`src/source/procPkg.sv`:
```
//**********************************************************
// Processor package: widths, memory depths, ISA encodings
// and the packed payloads carried between pipeline stages
//**********************************************************
package procPkg;

    localparam int DATA_W     = 16;
    localparam int REG_W      = 3;
    localparam int IMEM_DEPTH = 64;
    localparam int DMEM_DEPTH = 64;
    localparam int PC_W       = $clog2(IMEM_DEPTH);
    localparam int DADDR_W    = $clog2(DMEM_DEPTH);

    // Opcodes live in instruction bits 15:11
    localparam logic [4:0] OP_HALT  = 5'b00000;
    localparam logic [4:0] OP_NOP   = 5'b00001;
    localparam logic [4:0] OP_J     = 5'b00100;
    localparam logic [4:0] OP_ADDI  = 5'b01000;
    localparam logic [4:0] OP_SUBI  = 5'b01001;
    localparam logic [4:0] OP_XORI  = 5'b01010;
    localparam logic [4:0] OP_BEQZ  = 5'b01100;
    localparam logic [4:0] OP_BNEZ  = 5'b01101;
    localparam logic [4:0] OP_ST    = 5'b10000;
    localparam logic [4:0] OP_LD    = 5'b10001;
    localparam logic [4:0] OP_LBI   = 5'b11000;
    localparam logic [4:0] OP_RTYPE = 5'b11011;

    // R-format funct in bits 1:0
    localparam logic [1:0] FN_ADD = 2'd0;
    localparam logic [1:0] FN_SUB = 2'd1;
    localparam logic [1:0] FN_XOR = 2'd2;
    localparam logic [1:0] FN_AND = 2'd3;

    // Full NOP word; fetch stores instructions XORed with it so a
    // cleared IF/ID register reads back as a NOP and not a HALT
    localparam logic [DATA_W-1:0] NOP_WORD = {OP_NOP, 11'd0};

    typedef enum logic [2:0] {
        ALU_ADD,
        ALU_SUB,
        ALU_XOR,
        ALU_AND,
        ALU_PASSB
    } aluOpT;

    typedef struct packed {
        logic [PC_W-1:0]   pc;
        logic [DATA_W-1:0] instrEnc;
    } ifIdT;

    typedef struct packed {
        logic [PC_W-1:0]   pc;
        logic [DATA_W-1:0] opA;
        logic [DATA_W-1:0] opB;
        logic [DATA_W-1:0] imm;
        logic [REG_W-1:0]  rd;
        aluOpT             aluOp;
        logic              useImm;
        logic              memRead;
        logic              memWrite;
        logic              brZero;
        logic              brNonZero;
        logic              jump;
        logic              regWrite;
        logic              halt;
        logic              illegal;
    } idExT;

    typedef struct packed {
        logic [DATA_W-1:0] result;
        logic [DATA_W-1:0] storeData;
        logic [REG_W-1:0]  rd;
        logic              memRead;
        logic              memWrite;
        logic              regWrite;
        logic              halt;
        logic              illegal;
    } exMemT;

    typedef struct packed {
        logic [DATA_W-1:0] result;
        logic [REG_W-1:0]  rd;
        logic              regWrite;
        logic              halt;
        logic              illegal;
    } memWbT;

endpackage

```
`src/source/wbBus.sv`:
```
//**********************************************************
// Writeback bus from the memory/writeback stage back to
// the register file in decode
//**********************************************************
`timescale 1ns/1ns

interface wbBus;
    import procPkg::*;

    // Register write from a live instruction
    logic              en;
    logic [REG_W-1:0]  regIdx;
    logic [DATA_W-1:0] data;
    // HALT has reached writeback
    logic              halt;

    modport source (
        output en,
        output regIdx,
        output data,
        output halt
    );

    // Register file only needs the write port
    modport sink (
        input en,
        input regIdx,
        input data
    );

endinterface

```
`src/source/pipeReg.sv`:
```
//**********************************************************
// Generic pipeline stage register, any payload type;
// reset or flush loads an all-zero bubble
//**********************************************************
`timescale 1ns/1ns

module pipeReg #(
    parameter type payloadT = logic [7:0]
) (
    input  logic    clk,
    input  logic    rstN,
    input  logic    flush,
    input  payloadT d,
    output payloadT q
);

    // All control bits clear in a bubble
    always_ff @(posedge clk) begin
        if (!rstN || flush) begin
            q <= '0;
        end else begin
            q <= d;
        end
    end

endmodule

```
`src/source/fetch.sv`:
```
//**********************************************************
// Fetch stage: PC, loadable instruction memory, start and
// halt gating, and branch/jump redirect
//**********************************************************
`timescale 1ns/1ns

module fetch (
    input  logic                        clk,
    input  logic                        rstN,
    input  logic                        progWe,
    input  logic [procPkg::PC_W-1:0]    progAddr,
    input  logic [procPkg::DATA_W-1:0]  progData,
    input  logic                        start,
    input  logic                        halted,
    input  logic                        redirect,
    input  logic [procPkg::PC_W-1:0]    redirectPc,
    output procPkg::ifIdT               ifId
);
    import procPkg::*;

    logic [DATA_W-1:0] imem [0:IMEM_DEPTH-1];
    logic [PC_W-1:0]   pc;
    logic              run;
    logic [DATA_W-1:0] fetchWord;

    assign run = start && !halted;

    // Program load port, only used before start
    always_ff @(posedge clk) begin
        if (progWe) begin
            imem[progAddr] <= progData;
        end
    end

    always_ff @(posedge clk) begin
        if (!rstN) begin
            pc <= '0;
        end else if (redirect) begin
            pc <= redirectPc;
        end else if (run) begin
            pc <= pc + PC_W'(1);
        end
    end

    // Stopped fetch feeds NOPs
    assign fetchWord = run ? imem[pc] : NOP_WORD;

    always_comb begin
        ifId.pc       = pc;
        ifId.instrEnc = fetchWord ^ NOP_WORD;
    end

endmodule

```
`src/source/decode.sv`:
```
//**********************************************************
// Decode stage: control generation, immediates, and the
// register file with write-to-read bypass
//**********************************************************
`timescale 1ns/1ns

module decode (
    input  logic           clk,
    input  logic           rstN,
    input  procPkg::ifIdT  ifId,
    wbBus.sink             wb,
    output procPkg::idExT  idEx
);
    import procPkg::*;

    logic [DATA_W-1:0] regs [0:2**REG_W-1];
    logic [DATA_W-1:0] instr;
    logic [4:0]        opcode;
    logic [REG_W-1:0]  rs;
    logic [REG_W-1:0]  rMid;
    logic [REG_W-1:0]  rdR;
    logic [1:0]        funct;
    logic [DATA_W-1:0] imm5s;
    logic [DATA_W-1:0] imm5z;
    logic [DATA_W-1:0] imm8s;
    logic [DATA_W-1:0] disp11;
    logic [DATA_W-1:0] readA;
    logic [DATA_W-1:0] readB;

    // Undo the fetch-side NOP encoding
    assign instr  = ifId.instrEnc ^ NOP_WORD;
    assign opcode = instr[15:11];
    assign rs     = instr[10:8];
    assign rMid   = instr[7:5];
    assign rdR    = instr[4:2];
    assign funct  = instr[1:0];

    assign imm5s  = {{(DATA_W-5){instr[4]}}, instr[4:0]};
    assign imm5z  = {{(DATA_W-5){1'b0}}, instr[4:0]};
    assign imm8s  = {{(DATA_W-8){instr[7]}}, instr[7:0]};
    assign disp11 = {{(DATA_W-11){instr[10]}}, instr[10:0]};

    always_ff @(posedge clk) begin
        if (!rstN) begin
            for (int i = 0; i < 2**REG_W; i++) begin
                regs[i] <= '0;
            end
        end else if (wb.en) begin
            regs[wb.regIdx] <= wb.data;
        end
    end

    // Same-cycle writeback passes straight to the read
    assign readA = (wb.en && wb.regIdx == rs)   ? wb.data : regs[rs];
    assign readB = (wb.en && wb.regIdx == rMid) ? wb.data : regs[rMid];

    always_comb begin
        idEx       = '0;
        idEx.pc    = ifId.pc;
        idEx.opA   = readA;
        idEx.opB   = readB;
        idEx.rd    = rMid;
        idEx.aluOp = ALU_ADD;
        case (opcode)
            OP_HALT: idEx.halt = 1'b1;
            OP_NOP: ;
            OP_ADDI, OP_SUBI: begin
                idEx.aluOp    = (opcode == OP_SUBI) ? ALU_SUB : ALU_ADD;
                idEx.useImm   = 1'b1;
                idEx.imm      = imm5s;
                idEx.regWrite = 1'b1;
            end
            OP_XORI: begin
                idEx.aluOp    = ALU_XOR;
                idEx.useImm   = 1'b1;
                idEx.imm      = imm5z;
                idEx.regWrite = 1'b1;
            end
            OP_LBI: begin
                idEx.aluOp    = ALU_PASSB;
                idEx.useImm   = 1'b1;
                idEx.imm      = imm8s;
                idEx.rd       = rs;
                idEx.regWrite = 1'b1;
            end
            OP_LD, OP_ST: begin
                idEx.useImm   = 1'b1;
                idEx.imm      = imm5s;
                idEx.memRead  = (opcode == OP_LD);
                idEx.memWrite = (opcode == OP_ST);
                idEx.regWrite = (opcode == OP_LD);
            end
            OP_BEQZ: begin
                idEx.imm    = imm8s;
                idEx.brZero = 1'b1;
            end
            OP_BNEZ: begin
                idEx.imm       = imm8s;
                idEx.brNonZero = 1'b1;
            end
            OP_J: begin
                idEx.imm  = disp11;
                idEx.jump = 1'b1;
            end
            OP_RTYPE: begin
                idEx.rd       = rdR;
                idEx.regWrite = 1'b1;
                case (funct)
                    FN_ADD: idEx.aluOp = ALU_ADD;
                    FN_SUB: idEx.aluOp = ALU_SUB;
                    FN_XOR: idEx.aluOp = ALU_XOR;
                    FN_AND: idEx.aluOp = ALU_AND;
                endcase
            end
            // Unknown opcode, no side effects
            default: idEx.illegal = 1'b1;
        endcase
    end

endmodule

```
`src/source/execute.sv`:
```
//**********************************************************
// Execute stage: ALU, branch and jump resolution, and the
// redirect back to fetch
//**********************************************************
`timescale 1ns/1ns

module execute (
    input  procPkg::idExT               idEx,
    output procPkg::exMemT              exMem,
    output logic                        redirect,
    output logic [procPkg::PC_W-1:0]    redirectPc
);
    import procPkg::*;

    logic [DATA_W-1:0] aluB;
    logic [DATA_W-1:0] aluRes;
    logic              isZero;
    logic              brTaken;

    assign aluB = idEx.useImm ? idEx.imm : idEx.opB;

    always_comb begin
        case (idEx.aluOp)
            ALU_ADD:   aluRes = idEx.opA + aluB;
            ALU_SUB:   aluRes = idEx.opA - aluB;
            ALU_XOR:   aluRes = idEx.opA ^ aluB;
            ALU_AND:   aluRes = idEx.opA & aluB;
            // LBI
            ALU_PASSB: aluRes = aluB;
            default:   aluRes = '0;
        endcase
    end

    // Branch condition on the rs operand
    assign isZero  = (idEx.opA == '0);
    assign brTaken = (idEx.brZero && isZero) || (idEx.brNonZero && !isZero);

    assign redirect = brTaken || idEx.jump;

    // Target is PC + 1 + displacement, wraps within the imem
    assign redirectPc = idEx.pc + PC_W'(1) + idEx.imm[PC_W-1:0];

    always_comb begin
        exMem.result    = aluRes;
        // ST data comes from the rd field register
        exMem.storeData = idEx.opB;
        exMem.rd        = idEx.rd;
        exMem.memRead   = idEx.memRead;
        exMem.memWrite  = idEx.memWrite;
        exMem.regWrite  = idEx.regWrite;
        exMem.halt      = idEx.halt;
        exMem.illegal   = idEx.illegal;
    end

endmodule

```
`src/source/memWb.sv`:
```
//**********************************************************
// Memory and writeback: data memory, result select, the
// writeback bus, and sticky halted and error flags
//**********************************************************
`timescale 1ns/1ns

module memWb (
    input  logic            clk,
    input  logic            rstN,
    input  procPkg::exMemT  exMem,
    input  procPkg::memWbT  memWbQ,
    output procPkg::memWbT  memWbD,
    wbBus.source            wb,
    output logic            halted,
    output logic            err
);
    import procPkg::*;

    logic [DATA_W-1:0]  dmem [0:DMEM_DEPTH-1];
    logic [DADDR_W-1:0] addr;

    // Word address from the low ALU bits
    assign addr = exMem.result[DADDR_W-1:0];

    always_ff @(posedge clk) begin
        if (exMem.memWrite) begin
            dmem[addr] <= exMem.storeData;
        end
    end

    always_comb begin
        memWbD.result   = exMem.memRead ? dmem[addr] : exMem.result;
        memWbD.rd       = exMem.rd;
        memWbD.regWrite = exMem.regWrite;
        memWbD.halt     = exMem.halt;
        memWbD.illegal  = exMem.illegal;
    end

    // Writeback from the registered stage
    assign wb.en     = memWbQ.regWrite;
    assign wb.regIdx = memWbQ.rd;
    assign wb.data   = memWbQ.result;
    assign wb.halt   = memWbQ.halt;

    // Both flags hold until reset
    always_ff @(posedge clk) begin
        if (!rstN) begin
            halted <= 1'b0;
            err    <= 1'b0;
        end else begin
            if (wb.halt) begin
                halted <= 1'b1;
            end
            if (memWbQ.illegal) begin
                err <= 1'b1;
            end
        end
    end

endmodule

```
`src/source/proc.sv`:
```
//**********************************************************
// Five-stage pipelined 16-bit processor top level
//**********************************************************
`timescale 1ns/1ns

module proc (
    input  logic                        clk,
    input  logic                        rstN,
    input  logic                        progWe,
    input  logic [procPkg::PC_W-1:0]    progAddr,
    input  logic [procPkg::DATA_W-1:0]  progData,
    input  logic                        start,
    output logic                        wbValid,
    output logic [procPkg::REG_W-1:0]   wbReg,
    output logic [procPkg::DATA_W-1:0]  wbData,
    output logic                        halted,
    output logic                        err
);
    import procPkg::*;

    ifIdT            ifIdD, ifIdQ;
    idExT            idExD, idExQ;
    exMemT           exMemD, exMemQ;
    memWbT           memWbD, memWbQ;
    logic            redirect;
    logic [PC_W-1:0] redirectPc;

    wbBus wbIf ();

    fetch fetch0 (.clk(clk), .rstN(rstN), .progWe(progWe), .progAddr(progAddr),
        .progData(progData), .start(start), .halted(halted), .redirect(redirect),
        .redirectPc(redirectPc), .ifId(ifIdD));

    // Taken branch squashes the two younger instructions
    pipeReg #(.payloadT(ifIdT)) ifIdReg (.clk(clk), .rstN(rstN), .flush(redirect),
        .d(ifIdD), .q(ifIdQ));

    decode decode0 (.clk(clk), .rstN(rstN), .ifId(ifIdQ), .wb(wbIf.sink), .idEx(idExD));

    pipeReg #(.payloadT(idExT)) idExReg (.clk(clk), .rstN(rstN), .flush(redirect),
        .d(idExD), .q(idExQ));

    execute exec0 (.idEx(idExQ), .exMem(exMemD), .redirect(redirect),
        .redirectPc(redirectPc));

    pipeReg #(.payloadT(exMemT)) exMemReg (.clk(clk), .rstN(rstN), .flush(1'b0),
        .d(exMemD), .q(exMemQ));

    memWb memWb0 (.clk(clk), .rstN(rstN), .exMem(exMemQ), .memWbQ(memWbQ),
        .memWbD(memWbD), .wb(wbIf.source), .halted(halted), .err(err));

    pipeReg #(.payloadT(memWbT)) memWbReg (.clk(clk), .rstN(rstN), .flush(1'b0),
        .d(memWbD), .q(memWbQ));

    // Observation port mirrors the writeback bus
    assign wbValid = wbIf.en;
    assign wbReg   = wbIf.regIdx;
    assign wbData  = wbIf.data;

endmodule

```
`config.mk`:
```
export PLATFORM = sky130hd
export DESIGN_NAME = proc
export DESIGN_NICKNAME = d
export VERILOG_FILES = /design/src/source/procPkg.sv /design/src/source/wbBus.sv /design/src/source/pipeReg.sv /design/src/source/fetch.sv /design/src/source/decode.sv /design/src/source/execute.sv /design/src/source/memWb.sv /design/src/source/proc.sv
export SDC_FILE = /design/constraint.sdc
export NUM_CORES = 2
export LEC_CHECK = 0
export BUFFER_PORTS_ARGS = -buffer_cell sky130_fd_sc_hd__buf_2
export CORE_ASPECT_RATIO = 1.75
export CORE_MARGIN = 10
export CORE_UTILIZATION = 50
export DETAILED_ROUTE_END_ITERATION = 16
export PLACE_DENSITY = 0.76
export SLEW_MARGIN = 5
export SYNTH_ARGS = -nofsm -noshare
export SYNTH_HDL_FRONTEND = slang
export SYNTH_HIERARCHICAL = 1
export SYNTH_SLANG_ARGS = --single-unit
```
`constraint.sdc`:
```
create_clock -name clk -period 3.6 [get_ports clk]
set_clock_uncertainty 0.05 [all_clocks]
set_input_delay 0.54 -clock clk [delete_from_list [all_inputs] [get_ports clk]]
set_output_delay 0.54 -clock clk [all_outputs]
set_load 0.03 [all_outputs]
```
* Yosys cells after proc, flatten, opt, wreduce, memory -nomap -nowiden *
Memories as Yosys holds them, arrays and structs flattened. A register that Yosys moved wholly into a read port is not among the register bits.
Cells that the tools add are included.

word-level totals
  memory bits (writable) = 2176
  logic and storage cells = 120
  memories kept = 3
  input bits = 26
  flip-flop bits (word level) = 129

memories
  name          words  width  rd ports  clocked after memory_dff  write ports  line          text
  fetch0.imem   64     16     1         1                         1            fetch.sv:21   logic [DATA_W-1:0] imem [0:IMEM_DEPTH-1];
  memWb0.dmem   64     16     1         1                         1            memWb.sv:19   logic [DATA_W-1:0] dmem [0:DMEM_DEPTH-1];
  decode0.regs  8      16     2         2                         8            decode.sv:16  logic [DATA_W-1:0] regs [0:2**REG_W-1];

cells by class
  equality and inequality tests = 18
  add/sub/neg operators = 5
  mux-type cells = 32
  reductions and logical operators = 24
  bitwise logic cells = 6

operators with widths
  cell                 count
  $pmux 16 s5          1
  $pmux 16 s4          1
  $mux 16              3
  $mux 6               5
  $eq 5x4->1 const B   5
  $pmux 3 s4           2
  $eq 5x5->1 const B   4
  $add 16x16->16       1
  $and 16x16->16       1
  $logic_not 16->1     1
  $mux 1               16
  $reduce_or 16->1     1
  $sub 16x16->16       1
  $xor 16x16->16       1
  $add 6x1->6 const B  2
  $mux 12              1
  $reduce_or 12->1     1
  $reduce_or 2->1      4
  $add 6x6->6          1
  $eq 3x2->1 const B   2
  $pmux 3 s2           1
  $reduce_or 6->1      1
  $eq 5x1->1 const B   1
  $eq 5x3->1 const B   1
  other kinds (17)     27

* Depth between registers and ports, before layout *
  depth after elaboration = 8
  depth in mapped cells = 17

* Hierarchy *
The synthesis kept the hierarchy.

by module, submodules not included
  module                 sequential area each (µm²)  cells an instance  area each (µm²)  instances
  memWb                  30789.5                     2154               39990.9          1
  fetch                  30989.7                     1750               39801.9          1
  decode                 3843.7                      586                7748.7           1
  execute                0.0                         323                2438.6           1
  pipeReg (idExReg)      1381.3                      152                2095.8           1
  pipeReg (ifIdReg ...)  440.4                       48                 660.6            2
  pipeReg (exMemReg)     800.8                       88                 1201.2           1
  proc                   0.0                         1                  3.8              1

* Worst setup path after synthesis *
OpenSTA, ideal clock, no wires.

  path type = flip-flop to flip-flop
  start point = register idExReg/q[8] (netlist bit)
  end point = register exMemReg/q[35] (netlist bit)
  buffers on the path = 2
  setup slack = 45 ps
  period minus slack after synthesis = 3555 ps
  cell stages (with the launch flop) = 15
  data arrival time = 3389 ps
  path through = dfxtp_1 buf_6 buf_2 mux2i_1 ha_1 nand2_1 o41ai_1 xor2_1 ha_1 or3b_2 a31oi_1 o21ai_0 xor2_1 o221ai_1 and3b_1

RTL lines
  item                      line           text
  start: declaration        pipeReg.sv:14  output payloadT q
  start signal: assignment  pipeReg.sv:20  q <= '0;
  start signal: assignment  pipeReg.sv:22  q <= d;
  end signal: assignment    pipeReg.sv:20
  end signal: assignment    pipeReg.sv:22
  end: declaration          pipeReg.sv:14

==> results.sh <==
export IMPL_max_slew_margin_pct=9.958
export IMPL_wirelength_um=265400
export IMPL_vias=53070
export IMPL_required_ps=4270
export IMPL_overflow=0
export IMPL_cts_made_buffers=195
export IMPL_tightest_slew_ps=1351
export IMPL_clockBufferDepth=4
export IMPL_period_needed_ps=3692
export IMPL_fill_cells=13620
export IMPL_grt_usage_pct=25.15
export IMPL_cts_tree="built"
export IMPL_drtPass1Iterations=6
export IMPL_die_w_um=348.8
export IMPL_fin_crit_sh_pct=102.6
export IMPL_viasPerCell=6.552
export IMPL_die_y_um=595.4
export IMPL_clk_pin_slew_ps=70
export IMPL_die_area_um2=207700
export IMPL_whs_ps=228.4
export IMPL_place_hpwl_um=170600
export IMPL_rows=211
export IMPL_powerDensity_nw_per_um2=556.9
export IMPL_violations="negative setup slack"
export IMPL_critPathArrivalTime_ps=4360
export IMPL_cts_root_buffer="clkbuf_16"
export IMPL_cts_sinks=2343
export IMPL_path_max_fanout=2
export IMPL_final_cell_mix="2,176 x edfxtp_1, 425 x mux4_2, 418 x buf_4, 258 x nor2_1, 200 x clkbuf_16"
export IMPL_fmax_ghz=0.2708
export IMPL_grt_max_degree=164
export IMPL_drv_slew=0
export IMPL_drt_antenna_violating_nets=0
export IMPL_cap_violations=0
export IMPL_ir_worst_vdd_mv=0.7335
export IMPL_dp_cells=7743
export IMPL_wl_per_cell_um=32.77
export IMPL_drc=0
export IMPL_final_cells=8100
export IMPL_start_kind="register"
export IMPL_place_ws_ps=-251.4
export IMPL_core_area_um2=188500
export IMPL_avgSynthCellArea_um2=18.37
export IMPL_synthCells=5149
export IMPL_antenna_found_initial=17
export IMPL_insertion_delay_ps=850
export IMPL_grt_pass1_wl_um=380700
export IMPL_routabilityCongestion=0.9910
export IMPL_drive_above_1_share_pct=25.23
export IMPL_portBuffers=47
export IMPL_drt_initial_drc_count=7383
export IMPL_syn_area_um2=94590
export IMPL_setup_tns_ps=-113.2
export IMPL_start_util_pct=50.18
export IMPL_setup_violations_final=2
export IMPL_grt_pass1_vias=53090
export IMPL_final_common_cell="edfxtp_1"
export IMPL_area_growth_pct=12.65
export IMPL_status="finished with violations"
export IMPL_yosys_warnings=6
export IMPL_setup_ws_ps=-92.25
export IMPL_criticalPathCategory="reg -> reg"
export IMPL_hold_viol_final=0
export IMPL_hold_path_class="in -> reg"
export IMPL_p_leak_nw=35.93
export IMPL_final_nets=5562
export IMPL_ios=48
export IMPL_rsz0062_at_grt="yes"
export IMPL_htreeDepth=4
export IMPL_cp_end_kind="register"
-- metrics by stage --
stage	area (um2)	total power, W	util (%)
after global routing	106500	0.06063	56.52
final	106600	0.05934	56.53
after floorplan	94620	0.03493	-
after detailed placement	99990	0.03802	53.04
after global placement	99990	0.03793	53.04
after CTS	106400	0.05923	56.45
-- layer usage --
| layer | share of wire, % | vias up | wire length (um) | track usage [%] |
|---|---|---|---|---|
| met2 | 49 | 3629 | 130300 | 41.95 |
| met1 | 32 | 27000 | 84930 | 29.22 |
| met3 | 11 | 952 | 28000 | 5.420 |
| met5 | 0.044 | - | 118 | 0 |
| met4 | 8.3 | 18 | 22060 | 16.47 |
| li1 | - | 21470 | - | - |
-- layout make-up --
cell class	count	area, um2	area share (%)
Inverter	31	116.4	0.1092
Antenna cell	6	15.01	0.01409
Multi-Input combinational cell	2401	23720	22.26
Clock inverter	103	1164	1.092
Sequential cell	2343	68740	64.51
Timing Repair Buffer	524	4517	4.239
Clock buffer	243	5220	4.899
Tap cell	2449	3064	2.876
-- what timing repair did --
item | 4_1_cts | 5_1_grt
endpoints found under the setup margin | 6 | 8
pin swaps | 4 | 18
hold buffers | 0 | 0
setup buffers | 1 | 4
cloned | 0 | 0
gates resized for setup | 12 | 25
hold endpoints to repair | 0 | 0
-- worst max-delay path, stage by stage, from the launching register on --
cell      delay [ps]
dfxtp_1          320
or4_4            540
buf_6            140
a221oi_4         310
or2_4            180
xnor2_2           50
ha_1             330
buf_6            130
a2111o_1         420
o211a_1          280
buf_6            120
o211ai_1         280
xor2_1           190
o21ai_1           80
and3b_1          180
-- worst paths after layout --
| check | from | end | slack, ps | cells past startpoint |
|---|---|---|---|---|
| max | idExReg/q[34]$_SDFF_PP0_ | exMemReg/q[36]$_SDFF_PP0_ | -90 | 14 |
| min reg2reg | memWbReg/q[1]$_SDFF_PP0_ | memWb0/halted$_SDFFE_PN0P_ | 400 | 1 |
| max reg2reg | idExReg/q[34]$_SDFF_PP0_ | exMemReg/q[36]$_SDFF_PP0_ | -90 | 14 |
| min | rstN | decode0/regs[6][1]$_SDFFCE_PN0P_ | 230 | 2 |
-- report_power, final --
part / internal (W) / switching (W) / total, W
Combinational: 0.00301 / 0.00434 / 0.00735
Clock: 0.0120 / 0.00955 / 0.0215
Sequential: 0.0299 / 0.000558 / 0.0305
-- sequential cells by signal, summed over array words and instances, names as in the netlist, named ones only --
name           count
fetch0/imem     1024
memWb0/dmem     1024
decode0/regs     128
idExReg/q         69
exMemReg/q        40
ifIdReg/q         22
memWbReg/q        22
fetch0/pc          6
memWb0/err         1
memWb0/halted      1
No activity file was read; power rests on OpenSTA's default activity.
